### src/i3c_target_pkg.sv
// Shared constants and types of the standby target; SDR private transfers only, no CCC, DAA or IBI
package i3c_target_pkg;

  localparam int DATA_W         = 32;
  localparam int BYTES_PER_WORD = 4;
  localparam int SYNC_STAGES    = 2;
  localparam int ADDR_W         = 7;
  localparam int BYTE_IDX_W     = $clog2(BYTES_PER_WORD);

  localparam logic [BYTE_IDX_W-1:0] LAST_BYTE_IDX = BYTE_IDX_W'(BYTES_PER_WORD - 1);

  // Configuration register select
  localparam logic [1:0] CFG_SEL_CTRL   = 2'd0;
  localparam logic [1:0] CFG_SEL_STATIC = 2'd1;
  localparam logic [1:0] CFG_SEL_DYN    = 2'd2;

  typedef struct packed {
    logic       strobe;
    logic [1:0] sel;
    logic [7:0] value;
  } cfg_wr_t;

  typedef struct packed {
    logic              enable;
    logic [ADDR_W-1:0] static_addr;
    logic [ADDR_W-1:0] dyn_addr;
    logic              dyn_valid;
  } target_cfg_t;

  typedef struct packed {
    logic start;
    logic stop;
    logic scl_rise;
    logic scl_fall;
    logic sda;
  } bus_evt_t;

  typedef struct packed {
    logic       valid;
    logic [7:0] data;
    logic       last;
  } rx_byte_t;

  typedef struct packed {
    logic active;
    logic rnw;
  } xfer_t;

  typedef enum logic [2:0] {
    ST_IDLE,
    ST_ADDR,
    ST_ADDR_ACK,
    ST_WDATA,
    ST_WACK,
    ST_RDATA,
    ST_RACK
  } tgt_state_e;

endpackage

### src/i3c_bus_monitor.sv
// Line monitor for a slow SCL; events are single-cycle pulses SYNC_STAGES+1 cycles after the pins
module i3c_bus_monitor (
  input  logic                      clk_i,
  input  logic                      rst_n_i,
  input  logic                      scl_i,
  input  logic                      sda_i,
  output i3c_target_pkg::bus_evt_t  evt_o
);

  logic [i3c_target_pkg::SYNC_STAGES-1:0] scl_sync_q;
  logic [i3c_target_pkg::SYNC_STAGES-1:0] sda_sync_q;
  logic                                   scl_prev_q;
  logic                                   sda_prev_q;
  logic                                   scl_s;
  logic                                   sda_s;

  assign scl_s = scl_sync_q[i3c_target_pkg::SYNC_STAGES-1];
  assign sda_s = sda_sync_q[i3c_target_pkg::SYNC_STAGES-1];

  always_ff @(posedge clk_i) begin
    if (!rst_n_i) begin
      // Idle bus is high on both lines
      scl_sync_q <= '1;
      sda_sync_q <= '1;
      scl_prev_q <= 1'b1;
      sda_prev_q <= 1'b1;
      evt_o      <= '{start: 1'b0, stop: 1'b0, scl_rise: 1'b0, scl_fall: 1'b0, sda: 1'b1};
    end else begin
      scl_sync_q <= {scl_sync_q[i3c_target_pkg::SYNC_STAGES-2:0], scl_i};
      sda_sync_q <= {sda_sync_q[i3c_target_pkg::SYNC_STAGES-2:0], sda_i};
      scl_prev_q <= scl_s;
      sda_prev_q <= sda_s;

      // SDA moving under a high SCL is a bus condition
      evt_o.start    <= scl_s && scl_prev_q && sda_prev_q && !sda_s;
      evt_o.stop     <= scl_s && scl_prev_q && !sda_prev_q && sda_s;
      evt_o.scl_rise <= scl_s && !scl_prev_q;
      evt_o.scl_fall <= !scl_s && scl_prev_q;
      evt_o.sda      <= sda_s;
    end
  end

endmodule

### src/i3c_addr_cfg.sv
// Enable and address registers; a write lands the next cycle, the match output is combinational
module i3c_addr_cfg (
  input  logic                                clk_i,
  input  logic                                rst_n_i,
  input  i3c_target_pkg::cfg_wr_t             cfg_wr_i,
  input  logic [i3c_target_pkg::ADDR_W-1:0]   bus_addr_i,
  output i3c_target_pkg::target_cfg_t         cfg_o,
  output logic                                addr_match_o
);

  i3c_target_pkg::target_cfg_t cfg_q;
  logic                        sta_hit;
  logic                        dyn_hit;

  always_ff @(posedge clk_i) begin
    if (!rst_n_i) begin
      cfg_q <= '0;
    end else if (cfg_wr_i.strobe) begin
      case (cfg_wr_i.sel)
        i3c_target_pkg::CFG_SEL_CTRL: begin
          cfg_q.enable <= cfg_wr_i.value[0];
        end
        i3c_target_pkg::CFG_SEL_STATIC: begin
          cfg_q.static_addr <= cfg_wr_i.value[i3c_target_pkg::ADDR_W-1:0];
        end
        i3c_target_pkg::CFG_SEL_DYN: begin
          // Assigned address becomes live at once
          cfg_q.dyn_addr  <= cfg_wr_i.value[i3c_target_pkg::ADDR_W-1:0];
          cfg_q.dyn_valid <= 1'b1;
        end
        default: begin
        end
      endcase
    end
  end

  assign sta_hit = (bus_addr_i == cfg_q.static_addr);
  assign dyn_hit = cfg_q.dyn_valid && (bus_addr_i == cfg_q.dyn_addr);

  assign addr_match_o = cfg_q.enable && (sta_hit || dyn_hit);
  assign cfg_o        = cfg_q;

endmodule

### src/i3c_target_fsm.sv
// SDR target engine, I2C-style ACK and no T-bit parity; SCL low must outlast a 15-cycle ACK wait
module i3c_target_fsm (
  input  logic                                clk_i,
  input  logic                                rst_n_i,
  input  i3c_target_pkg::bus_evt_t            evt_i,
  input  i3c_target_pkg::target_cfg_t         cfg_i,
  input  logic                                addr_match_i,
  output logic [i3c_target_pkg::ADDR_W-1:0]   bus_addr_o,
  output logic                                sda_o,
  output i3c_target_pkg::rx_byte_t            rx_byte_o,
  input  logic                                rx_space_i,
  output logic                                tx_req_o,
  input  logic [7:0]                          tx_byte_i
);

  i3c_target_pkg::tgt_state_e state_q;
  i3c_target_pkg::xfer_t      xfer_q;
  logic [7:0]                 rx_sh_q;
  logic [7:0]                 tx_sh_q;
  logic [3:0]                 bit_cnt_q;
  logic [7:0]                 hold_q;
  logic                       hold_vld_q;
  logic [3:0]                 dec_cnt_q;
  logic                       sda_q;
  logic                       flush;

  assign bus_addr_o = rx_sh_q[7:1];
  assign sda_o      = sda_q;

  // Held write byte is closed by STOP or repeated START
  assign flush = (evt_i.start || evt_i.stop) && hold_vld_q && xfer_q.active && !xfer_q.rnw;

  always_ff @(posedge clk_i) begin
    if (!rst_n_i) begin
      state_q    <= i3c_target_pkg::ST_IDLE;
      xfer_q     <= '0;
      bit_cnt_q  <= '0;
      hold_vld_q <= 1'b0;
      dec_cnt_q  <= '0;
      sda_q      <= 1'b1;
      rx_byte_o  <= '0;
      tx_req_o   <= 1'b0;
    end else begin
      rx_byte_o.valid <= 1'b0;
      rx_byte_o.last  <= 1'b0;
      tx_req_o        <= 1'b0;

      if (flush) begin
        rx_byte_o  <= '{valid: 1'b1, data: hold_q, last: 1'b1};
        hold_vld_q <= 1'b0;
      end

      if (evt_i.stop || (evt_i.start && !cfg_i.enable)) begin
        state_q <= i3c_target_pkg::ST_IDLE;
        xfer_q  <= '0;
        sda_q   <= 1'b1;
      end else if (evt_i.start) begin
        state_q   <= i3c_target_pkg::ST_ADDR;
        xfer_q    <= '0;
        bit_cnt_q <= '0;
        sda_q     <= 1'b1;
      end else begin
        case (state_q)
          i3c_target_pkg::ST_ADDR: begin
            if (evt_i.scl_rise) begin
              rx_sh_q   <= {rx_sh_q[6:0], evt_i.sda};
              bit_cnt_q <= bit_cnt_q + 4'd1;
            end else if (evt_i.scl_fall && bit_cnt_q == 4'd8) begin
              if (addr_match_i) begin
                sda_q   <= 1'b0;
                xfer_q  <= '{active: 1'b1, rnw: rx_sh_q[0]};
                state_q <= i3c_target_pkg::ST_ADDR_ACK;
              end else begin
                state_q <= i3c_target_pkg::ST_IDLE;
              end
            end
          end
          i3c_target_pkg::ST_ADDR_ACK: begin
            if (evt_i.scl_fall && xfer_q.rnw) begin
              // First read bit goes out in the same low phase
              tx_sh_q   <= tx_byte_i;
              sda_q     <= tx_byte_i[7];
              tx_req_o  <= 1'b1;
              bit_cnt_q <= 4'd1;
              state_q   <= i3c_target_pkg::ST_RDATA;
            end else if (evt_i.scl_fall) begin
              sda_q     <= 1'b1;
              bit_cnt_q <= '0;
              state_q   <= i3c_target_pkg::ST_WDATA;
            end
          end
          i3c_target_pkg::ST_WDATA: begin
            if (evt_i.scl_rise) begin
              rx_sh_q   <= {rx_sh_q[6:0], evt_i.sda};
              bit_cnt_q <= bit_cnt_q + 4'd1;
            end else if (evt_i.scl_fall && bit_cnt_q == 4'd8) begin
              // A following byte proves the held one was not last
              if (hold_vld_q) begin
                rx_byte_o <= '{valid: 1'b1, data: hold_q, last: 1'b0};
              end
              hold_vld_q <= 1'b0;
              hold_q     <= rx_sh_q;
              dec_cnt_q  <= 4'd10;
              state_q    <= i3c_target_pkg::ST_WACK;
            end
          end
          i3c_target_pkg::ST_WACK: begin
            if (dec_cnt_q != 4'd0) begin
              dec_cnt_q <= dec_cnt_q - 4'd1;
              // Space is polled once the flow has seen the released byte
              if (dec_cnt_q != 4'd10 && rx_space_i) begin
                sda_q      <= 1'b0;
                hold_vld_q <= 1'b1;
                dec_cnt_q  <= 4'd0;
              end else if (dec_cnt_q == 4'd1) begin
                // No space before the ACK slot closes
                state_q <= i3c_target_pkg::ST_IDLE;
              end
            end else if (evt_i.scl_fall) begin
              sda_q     <= 1'b1;
              bit_cnt_q <= '0;
              state_q   <= i3c_target_pkg::ST_WDATA;
            end
          end
          i3c_target_pkg::ST_RDATA: begin
            if (evt_i.scl_fall && bit_cnt_q == 4'd8) begin
              sda_q   <= 1'b1;
              state_q <= i3c_target_pkg::ST_RACK;
            end else if (evt_i.scl_fall) begin
              sda_q     <= tx_sh_q[6];
              tx_sh_q   <= {tx_sh_q[6:0], 1'b1};
              bit_cnt_q <= bit_cnt_q + 4'd1;
            end
          end
          i3c_target_pkg::ST_RACK: begin
            if (evt_i.scl_rise && evt_i.sda) begin
              // Controller NACK ends the read
              state_q <= i3c_target_pkg::ST_IDLE;
            end else if (evt_i.scl_fall) begin
              tx_sh_q   <= tx_byte_i;
              sda_q     <= tx_byte_i[7];
              tx_req_o  <= 1'b1;
              bit_cnt_q <= 4'd1;
              state_q   <= i3c_target_pkg::ST_RDATA;
            end
          end
          default: begin
          end
        endcase
      end
    end
  end

endmodule

### src/i3c_tti_flow.sv
// Byte to word packing for the RX queue and word to byte unpacking for TX; empty TX reads as FF
module i3c_tti_flow (
  input  logic                                clk_i,
  input  logic                                rst_n_i,
  input  i3c_target_pkg::rx_byte_t            rx_byte_i,
  output logic                                rx_space_o,
  input  logic                                tx_req_i,
  output logic [7:0]                          tx_byte_o,
  output logic                                rx_wvalid_o,
  output logic [i3c_target_pkg::DATA_W-1:0]   rx_wdata_o,
  input  logic                                rx_wready_i,
  input  logic                                tx_rvalid_i,
  input  logic [i3c_target_pkg::DATA_W-1:0]   tx_rdata_i,
  output logic                                tx_rready_o
);

  logic [i3c_target_pkg::DATA_W-1:0]     pack_q;
  logic [i3c_target_pkg::DATA_W-1:0]     pack_merged;
  logic [i3c_target_pkg::DATA_W-1:0]     tx_word_q;
  logic [i3c_target_pkg::BYTE_IDX_W-1:0] rx_cnt_q;
  logic [i3c_target_pkg::BYTE_IDX_W-1:0] tx_idx_q;
  logic                                  tx_have_q;
  logic                                  rx_take;
  logic                                  word_done;

  always_comb begin
    pack_merged = pack_q;
    pack_merged[{rx_cnt_q, 3'b000} +: 8] = rx_byte_i.data;
  end

  assign rx_space_o = !rx_wvalid_o;
  assign rx_take    = rx_byte_i.valid && rx_space_o;
  assign word_done  = rx_take && (rx_byte_i.last || rx_cnt_q == i3c_target_pkg::LAST_BYTE_IDX);

  always_ff @(posedge clk_i) begin
    if (!rst_n_i) begin
      pack_q      <= '0;
      rx_cnt_q    <= '0;
      rx_wvalid_o <= 1'b0;
    end else begin
      if (rx_wvalid_o && rx_wready_i) begin
        rx_wvalid_o <= 1'b0;
      end
      if (word_done) begin
        // Cleared packer leaves unused upper bytes zero on a flush
        rx_wvalid_o <= 1'b1;
        pack_q      <= '0;
        rx_cnt_q    <= '0;
      end else if (rx_take) begin
        pack_q   <= pack_merged;
        rx_cnt_q <= rx_cnt_q + 1'b1;
      end
    end
  end

  always_ff @(posedge clk_i) begin
    if (word_done) begin
      rx_wdata_o <= pack_merged;
    end
    if (tx_rready_o) begin
      tx_word_q <= tx_rdata_i;
    end
  end

  assign tx_byte_o = tx_have_q ? tx_word_q[{tx_idx_q, 3'b000} +: 8] : 8'hFF;

  always_ff @(posedge clk_i) begin
    if (!rst_n_i) begin
      tx_have_q   <= 1'b0;
      tx_idx_q    <= '0;
      tx_rready_o <= 1'b0;
    end else begin
      tx_rready_o <= tx_rvalid_i && !tx_have_q && !tx_rready_o;
      if (tx_rready_o) begin
        tx_have_q <= 1'b1;
        tx_idx_q  <= '0;
      end else if (tx_req_i && tx_have_q) begin
        // LSB first, refill after the top byte
        tx_idx_q <= tx_idx_q + 1'b1;
        if (tx_idx_q == i3c_target_pkg::LAST_BYTE_IDX) begin
          tx_have_q <= 1'b0;
        end
      end
    end
  end

endmodule

### src/i3c_standby_target.sv
// Standby target top; open-drain outputs where 1 releases the line, SCL is never driven low
module i3c_standby_target (
  input  logic                                clk_i,
  input  logic                                rst_n_i,
  input  i3c_target_pkg::cfg_wr_t             cfg_wr_i,
  input  logic                                scl_i,
  input  logic                                sda_i,
  output logic                                scl_o,
  output logic                                sda_o,
  output logic                                rx_wvalid_o,
  output logic [i3c_target_pkg::DATA_W-1:0]   rx_wdata_o,
  input  logic                                rx_wready_i,
  input  logic                                tx_rvalid_i,
  input  logic [i3c_target_pkg::DATA_W-1:0]   tx_rdata_i,
  output logic                                tx_rready_o
);

  i3c_target_pkg::bus_evt_t         evt;
  i3c_target_pkg::target_cfg_t      cfg;
  i3c_target_pkg::rx_byte_t         rx_byte;
  logic [i3c_target_pkg::ADDR_W-1:0] bus_addr;
  logic                             addr_match;
  logic                             rx_space;
  logic                             tx_req;
  logic [7:0]                       tx_byte;

  // No clock stretching
  assign scl_o = 1'b1;

  i3c_bus_monitor u_monitor (
    .clk_i   (clk_i),
    .rst_n_i (rst_n_i),
    .scl_i   (scl_i),
    .sda_i   (sda_i),
    .evt_o   (evt)
  );

  i3c_addr_cfg u_cfg (
    .clk_i        (clk_i),
    .rst_n_i      (rst_n_i),
    .cfg_wr_i     (cfg_wr_i),
    .bus_addr_i   (bus_addr),
    .cfg_o        (cfg),
    .addr_match_o (addr_match)
  );

  i3c_target_fsm u_fsm (
    .clk_i        (clk_i),
    .rst_n_i      (rst_n_i),
    .evt_i        (evt),
    .cfg_i        (cfg),
    .addr_match_i (addr_match),
    .bus_addr_o   (bus_addr),
    .sda_o        (sda_o),
    .rx_byte_o    (rx_byte),
    .rx_space_i   (rx_space),
    .tx_req_o     (tx_req),
    .tx_byte_i    (tx_byte)
  );

  i3c_tti_flow u_flow (
    .clk_i       (clk_i),
    .rst_n_i     (rst_n_i),
    .rx_byte_i   (rx_byte),
    .rx_space_o  (rx_space),
    .tx_req_i    (tx_req),
    .tx_byte_o   (tx_byte),
    .rx_wvalid_o (rx_wvalid_o),
    .rx_wdata_o  (rx_wdata_o),
    .rx_wready_i (rx_wready_i),
    .tx_rvalid_i (tx_rvalid_i),
    .tx_rdata_i  (tx_rdata_i),
    .tx_rready_o (tx_rready_o)
  );

endmodule

### config.mk
export PLATFORM = sky130hd
export DESIGN_NAME = i3c_standby_target
export DESIGN_NICKNAME = d
export VERILOG_FILES = /design/src/i3c_target_pkg.sv /design/src/i3c_bus_monitor.sv /design/src/i3c_addr_cfg.sv /design/src/i3c_target_fsm.sv /design/src/i3c_tti_flow.sv /design/src/i3c_standby_target.sv
export SDC_FILE = /design/constraint.sdc
export NUM_CORES = 1
export LEC_CHECK = 0
export BUFFER_PORTS_ARGS = -buffer_cell sky130_fd_sc_hd__buf_2
export CELL_PAD_IN_SITES_DETAIL_PLACEMENT = 1
export CELL_PAD_IN_SITES_GLOBAL_PLACEMENT = 1
export CORE_UTILIZATION = 40
export DETAILED_ROUTE_END_ITERATION = 6
export PLACE_DENSITY = 0.76
export SYNTH_ARGS = -nofsm -noshare
export SYNTH_HDL_FRONTEND = slang
export SYNTH_HIERARCHICAL = 1
export SYNTH_SLANG_ARGS = --single-unit
### constraint.sdc
create_clock -name clk_i -period 2.85 [get_ports clk_i]
set_input_delay 0.285 -clock clk_i [delete_from_list [all_inputs] [get_ports clk_i]]
set_output_delay 0.285 -clock clk_i [all_outputs]
set_load 0.01 [all_outputs]
# --- After elaboration in Yosys (flattened, before gate mapping) ---
# Cells that the tools add are included.
totals:
  word_cells: 232
  inputBits: 49
  reg_bits: 178
classes:
  n_shift: 3
  addsub: 5
  mux: 74
  n_eq_ne: 46
  bitwise_logic: 4
  n_reduce_logical: 65
op_table:
  columns: ["op", "n"]
  rows:
  - ["two-way mux 10 bit", 7]
  - ["two-way mux 4 bit", 13]
  - ["two-way mux 3 bit", 12]
  - ["two-way mux 7 bit", 5]
  - ["bitwise mux 32 bit", 1]
  - ["variable shift 8 x 7 -> 32 bit, first input constant", 1]
  - ["indexed part select 32 x 6 -> 8 bit", 1]
  - ["indexed part select 8 x 7 -> 32 bit", 1]
  - ["!= test 3 bit, second input constant", 10]
  - ["two-way mux 1 bit", 27]
  - ["AND reduction 9 bit", 3]
  - ["logical AND 1 bit", 23]
  - ["case mux 7 bit (3 select lines)", 1]
  - ["case mux 4 bit (5 select lines)", 1]
  - ["case mux 3 bit (6 select lines)", 1]
  - ["AND reduction 8 bit", 2]
  - ["!= test 3 x 2 -> 1 bit, second input constant", 5]
  - ["== test 7 bit", 2]
  - ["!= test 2 bit, second input constant", 7]
  - ["!= test 4 bit, second input constant", 3]
  - ["AND reduction 6 bit", 2]
  - ["nonzero test 6 bit", 2]
  - ["!= test 2 x 1 -> 1 bit, second input constant", 5]
  - ["== test 3 bit, second input constant", 3]
  - ["other kinds (31)", 59]

# --- Longest topological paths before layout ---
logic_depth:
  word_depth: 11
  ltp_mapped: 10
  ltp_nobuf: 9

# --- Hierarchy ---
# Netlist, hierarchy kept.
modules_own_cells:
  columns: ["module", "n_inst", "seq_area_each_um2", "area_each_um2", "cells_each"]
  rows:
  - ["i3c_tti_flow", 1, 2702.6, 3943.8, 269]
  - ["i3c_target_fsm", 1, 1211.2, 2592.5, 256]
  - ["i3c_addr_cfg", 1, 320.3, 775.7, 74]
  - ["i3c_bus_monitor", 1, 200.2, 299.0, 23]
  - ["i3c_standby_target", 1, 0.0, 11.3, 2]

# --- Least setup slack after synthesis ---
# Ideal clock, no wire load.
synth_path:
  kind: "reg2reg"
  startpoint: "register u_flow/rx_cnt_q[0] in the netlist's numbering"
  endpoint: "register u_flow/rx_wdata_o[0] in the netlist's numbering (enable)"
  setup_ns: 0.422
  path_buffers: 0
  t_arrival_ns: 2.113
  stages_incl_launch_ff: 4
  slack_ns: 0.315
  path_cell_list: "dfxtp_1 ha_1 nor2_1 nor2_1"
synth_between:
  elab_chain_len: 3
synth_rtl:
  columns: ["element", "line_no", "rtl"]
  rows:
  - ["start: declaration", "i3c_tti_flow.sv:20", "logic [i3c_target_pkg::BYTE_IDX_W-1:0] rx_cnt_q;"]
  - ["start signal: assignment", "i3c_tti_flow.sv:51", "rx_cnt_q <= rx_cnt_q + 1'b1;"]
  - ["== test 2 bit", "i3c_tti_flow.sv:33", "assign word_done = rx_take && (rx_byte_i.last || rx_cnt_q == i3c_target_pkg::LAST_BYTE_IDX);"]
  - ["logical OR 1 bit", "i3c_tti_flow.sv:33", null]
  - ["logical AND 1 bit", "i3c_tti_flow.sv:33", null]
  - ["net u_flow.word_done", "i3c_tti_flow.sv:24", "logic word_done;"]
  - ["end signal: assignment", "i3c_tti_flow.sv:58", "rx_wdata_o <= pack_merged;"]
  - ["end: declaration", "i3c_tti_flow.sv:10", "output logic [i3c_target_pkg::DATA_W-1:0] rx_wdata_o,"]
# The timed path passes the listed nets, and every way through them passes these cells.
# A chain may end at the register's enable or synchronous reset.

# --- Final worst setup path ---
layout_path:
  startpoint: "register u_fsm.rx_sh_q[6]"
  endpoint: "register u_fsm.sda_q, in the netlist u_fsm/sda_o"
layout_between:
  elab_chain_len: 6
  elab_cells_between_ends: 7
layout_rtl:
  columns: ["element", "line_no", "rtl"]
  rows:
  - ["start: declaration", "i3c_target_fsm.sv:18", "logic [7:0] rx_sh_q;"]
  - ["start signal: assignment", "i3c_target_fsm.sv:66", "rx_sh_q <= {rx_sh_q[6:0], evt_i.sda};"]
  - ["start signal: assignment", "i3c_target_fsm.sv:94", "rx_sh_q <= {rx_sh_q[6:0], evt_i.sda};"]
  - ["== test 7 bit", "i3c_addr_cfg.sv:38", "assign dyn_hit = cfg_q.dyn_valid && (bus_addr_i == cfg_q.dyn_addr);"]
  - ["logical AND 1 bit", "i3c_addr_cfg.sv:38", null]
  - ["logical OR 1 bit (*)", "i3c_addr_cfg.sv:40", "assign addr_match_o = cfg_q.enable && (sta_hit || dyn_hit);"]
  - ["logical AND 1 bit (*)", "i3c_addr_cfg.sv:40", null]
  - ["net addr_match", "i3c_standby_target.sv:22", "logic addr_match;"]
  - ["!= test 2 bit (no source line) (*)", null, null]
  - ["AND reduction 8 bit (no source line) (*)", null, null]
  - ["end signal: assignment", "i3c_target_fsm.sv:82", "sda_q <= tx_byte_i[7];"]
  - ["end signal: assignment", "i3c_target_fsm.sv:130", "sda_q <= tx_sh_q[6];"]
  - ["end signal: assignment", "i3c_target_fsm.sv:141", "sda_q <= tx_byte_i[7];"]
  - ["end: declaration", "i3c_target_fsm.sv:24", "logic sda_q;"]
# The timed path passes the listed nets; every way through them passes the cells marked *.

==> metrics.md <==
| Metric | Value |
|---|---|
| Slew of the pin with the lowest slew margin | `0.9146 ns` |
| TritonCTS clock tree | `yes` |
| Peak fanout along the critical path | `4` |
| Final worst-path cycle share | `85.77%` |
| Clock insertion delay at the later pin of the skew report | `0.42 ns` |
| Leak | `3.366 nW` |
| Switching portion of total power | `20.03%` |
| Initial DRT Pass Iterations | `4` |
| Post-CTS resize count | `0` |
| Number of max-slew violations in the final report | `0` |
| CP arrival | `2.74 ns` |
| Number of placed I/O pins | `85` |
| Grt peak-use layer | `met2` |
| Horizontal extent of the die | `140.0 µm` |
| Grt met3 use | `3.829%` |
| Post-route antenna net violation count | `0` |
| Synthesis-to-layout area growth | `14.30%` |
| Fraction of final layout cells with drive strength greater than 1 | `22.16%` |
| Run status | `finished clean` |
| Hold WC Path Type | `input port to register` |
| Cell Area, Synth | `7622 µm²` |
| Routed Wire Length | `16.49 mm` |
| Final setup skew | `0.008244 ns` |
| Post-synth top cells | `dfxtp_1, edfxtp_1, a22o_1` |
| Crit. End Element | `register` |
| Slowest stage cell, crit path | `edfxtp_1` |
| Switching power summed over all nets | `1.009 mW` |
| Layout filler cell count | `1,992` |
| Crit path max-delay family | `simple AND/OR/NAND/NOR gates` |
| Total via count in the routed design | `5,001` |
| Share of synthesized registers carrying an async set or reset | `0%` |
| Proportion of synthesized chip area in sequential cells | `58.17%` |
| Number of warning messages in the yosys log | `6` |
| Leading post-synthesis cells by cell area | `edfxtp_1, dfxtp_1, a22o_1, mux2i_1, mux4_2` |
| CTS H-tree lvls | `4` |
| Core area | `18,710 µm²` |
| Final setup violation count | `0` |
| Post-synth net total | `684` |
| Count of input and output buffers | `82` |
| Post-Synthesis Cells | `624` |
| Total number of nets in the final design | `761` |
| First DRT Iteration DRCs | `306` |
| PnR Total Power | `5.037 mW` |
| Max-capacitance violation count | `0` |
| Number of hold violations in the final report | `0` |
| Final HPWL DP | `11.88 mm` |
| Mean cell area of the mapped netlist | `12.22 µm²` |
| Met2 usage in global routing | `31.84%` |
| RSZ-0062 raised after global routing | `false` |
| Starting density of the core | `40.75%` |
| Met1 Resource Use GR | `20.57%` |
| Critical path type | `register to register` |
| Maximum single-stage delay on the critical path | `0.45 ns` |
| Req. time, crit path | `3.14 ns` |
| Fraction of power consumed by sequential logic | `54.3%` |
| Startpoint Class | `register` |
| Post-detailed-route via-to-cell ratio | `5.281` |
| Clock network fraction of design power | `42.8%` |
| Library cell with the highest instance count after synthesis | `dfxtp_1` |
| Post-synth EDFFs | `87` |
| Die outline area | `19,610 µm²` |
| Global router's overall resource usage | `17.64%` |
| Internal power contribution | `4.028 mW` |
| Wire length of the first global-routing pass | `27.17 mm` |
| Count of hold buffers inserted by post-cts repair | `0` |
| Number of global-route vias before repair | `5,282` |
| Overflow left after global routing | `0` |
| Area taken by flip-flops and latches | `4434 µm²` |
| Area of the multi-input gates | `2878 µm²` |
| Final sum of negative setup slack | `0 ns` |
| Global placer's final weighted congestion | `0.8405` |
| Number of clock buffers inserted by TritonCTS | `17` |
| Standard-cell rows | `50` |
| Min Clock Period, post-route | `2.445 ns` |
| Total setup buffers inserted after CTS | `0` |
| Buffers and inverters on the worst path | `0` |
| Maximum buffer depth of the clock tree | `2` |
| DRC viols | `0` |
| CTS Root Buffer Type | `clkbuf_16` |
| Most frequently used flop master after synthesis | `dfxtp_1` |
| Critical path, cell by cell | `xor2_1 > nor4_1 > nand4_1 > a21boi_1 > and2b_1 > nor4b_1 > o221ai_1 > a211oi_1 > a21oi_1` |
| Clock slew at the register clock pins of the worst setup and hold paths | `0.07 ns` |
| Antenna violations before repair | `0` |
| Maximum number of pins on one net before global-route repair | `39` |
| Height of the die | `140.0 µm` |
| Post-synthesis cell type with the largest combined area | `edfxtp_1` |
| Area fraction of the dominant cell type after synthesis | `34.27%` |
| Count of different cell masters after synthesis | `73` |
| Sink Count | `178` |
| Combinational Power Share | `2.9%` |
| P per Cell Area | `578.2 nW/µm²` |
| Worst slew margin relative to its limit | `38.62%` |
| Highest ir drop seen on vdd | `387.6 µV` |
| Number of inserted diodes | `0` |
| Fmax achieved | `0.4091 GHz` |
| WL/cell | `17.41 µm` |
| Synthesized flop and latch total | `178` |
per-stage QoR:
| step | setup slack, ns | utilization (%) | cells | area (µm²) | hold slack, ns |
|---|---|---|---|---|---|
| 2_1_floorplan | 0.3150 | - | 624 | 7622 | 0.3580 |
| 3_3_place_gp | 0.5571 | 43.71 | 916 | 8177 | 0.3900 |
| 3_5_place_dp | 0.4111 | 43.71 | 916 | 8177 | 0.3923 |
| 4_1_cts | 0.4072 | 46.58 | 947 | 8712 | 0.01302 |
| 5_1_grt | 0.2046 | 46.58 | 947 | 8712 | 0.01086 |
| 6_report | 0.4054 | 46.58 | 947 | 8712 | 0.03403 |
power by group through the flow:
| stage | sequential (mW) | clock (mW) | combinational, mW |
|---|---|---|---|
| final | 2.73 | 2.16 | 0.147 |
| after floorplan | 2.78 | 0 | 0.0873 |
| after global placement | 2.79 | 0 | 0.139 |
| after global routing | 2.74 | 2.32 | 0.162 |
| after CTS | 2.73 | 2.22 | 0.149 |
| after detailed placement | 2.79 | 0 | 0.148 |
routing by layer:
metal | up-vias | routed length, µm
li1 | 2421 | -
met3 | 18 | 507
met5 | - | 0
met4 | 0 | 287
met2 | 100 | 8697
met1 | 2462 | 6992
worst reg2reg max path, stage by stage, from the launching register on:
cell and delay [ns]:
edfxtp_1 0.45, xor2_1 0.19, nor4_1 0.29, nand4_1 0.14, a21boi_1 0.21, and2b_1 0.23
nor4b_1 0.26, o221ai_1 0.22, a211oi_1 0.25, a21oi_1 0.07
final cells by class:
class	instances	share of cell area, %
repair buffers	90	5.400
well taps	234	3.361
multi-input cells	387	33.03
inverters	27	1.163
flip-flops and latches	178	50.90
clock inverters	6	0.6606
clock buffers	25	5.486
cells in the final DEF (no fill, tap or decap), types with 7 or more instances in the layout:
cell type and count:
mux4_2 8, buf_4 8, a32oi_1 8, xor2_1 12, inv_1 25, o21ai_1 9
a22o_1 40, and3_1 8, nor2_1 38, edfxtp_1 87, nand2_1 36, dfxtp_1 91
and2_1 10, ha_1 11, mux2_2 7, nand3_1 9, buf_2 82, clkbuf_16 18
nor2b_1 20, a21oi_1 19, o21ai_0 18, nand2b_1 19, mux2i_1 27
path summary, 6_finish.rpt:
path	start	end	slack [ns]	depth (start not counted)
setup / recovery	u_fsm/rx_sh_q[6]	u_fsm/sda_o	0.41	9
hold reg to reg	u_monitor/scl_sync_q[0]	u_monitor/scl_sync_q[1]	0.40	1
setup reg to reg	u_fsm/rx_sh_q[6]	u_fsm/sda_o	0.41	9
hold / removal	tx_rdata_i[18]	u_flow/tx_word_q[18]	0.03	1
registers in the layout (all words and copies together) (netlist names), 4 cells and up:
name,flops
u_flow/pack_q,32
u_flow/rx_wdata_o,32
u_flow/tx_word_q,32
u_cfg/cfg_o,16
u_fsm/rx_byte_o,10
u_fsm/hold_q,8
u_fsm/rx_sh_q,8
u_fsm/tx_sh_q,7
u_monitor/evt_o,5
u_fsm/bit_cnt_q,4
u_fsm/dec_cnt_q,4
logic make-up (layout without fill, tap and decap cells):
group           count (synthesis)  after routing  synth area share, %
simple gates                  195            195                15.43
compound gates                123            123                11.77
fa+ha+maj                      11             11                1.806
mux                            42             42                6.944
xor+xnor                       15             15                1.724
other cells                     1              1              0.04920
flops                         178            178                58.17
buf+inv                        59            148                4.104
No activity file was read; power rests on OpenSTA's default activity.
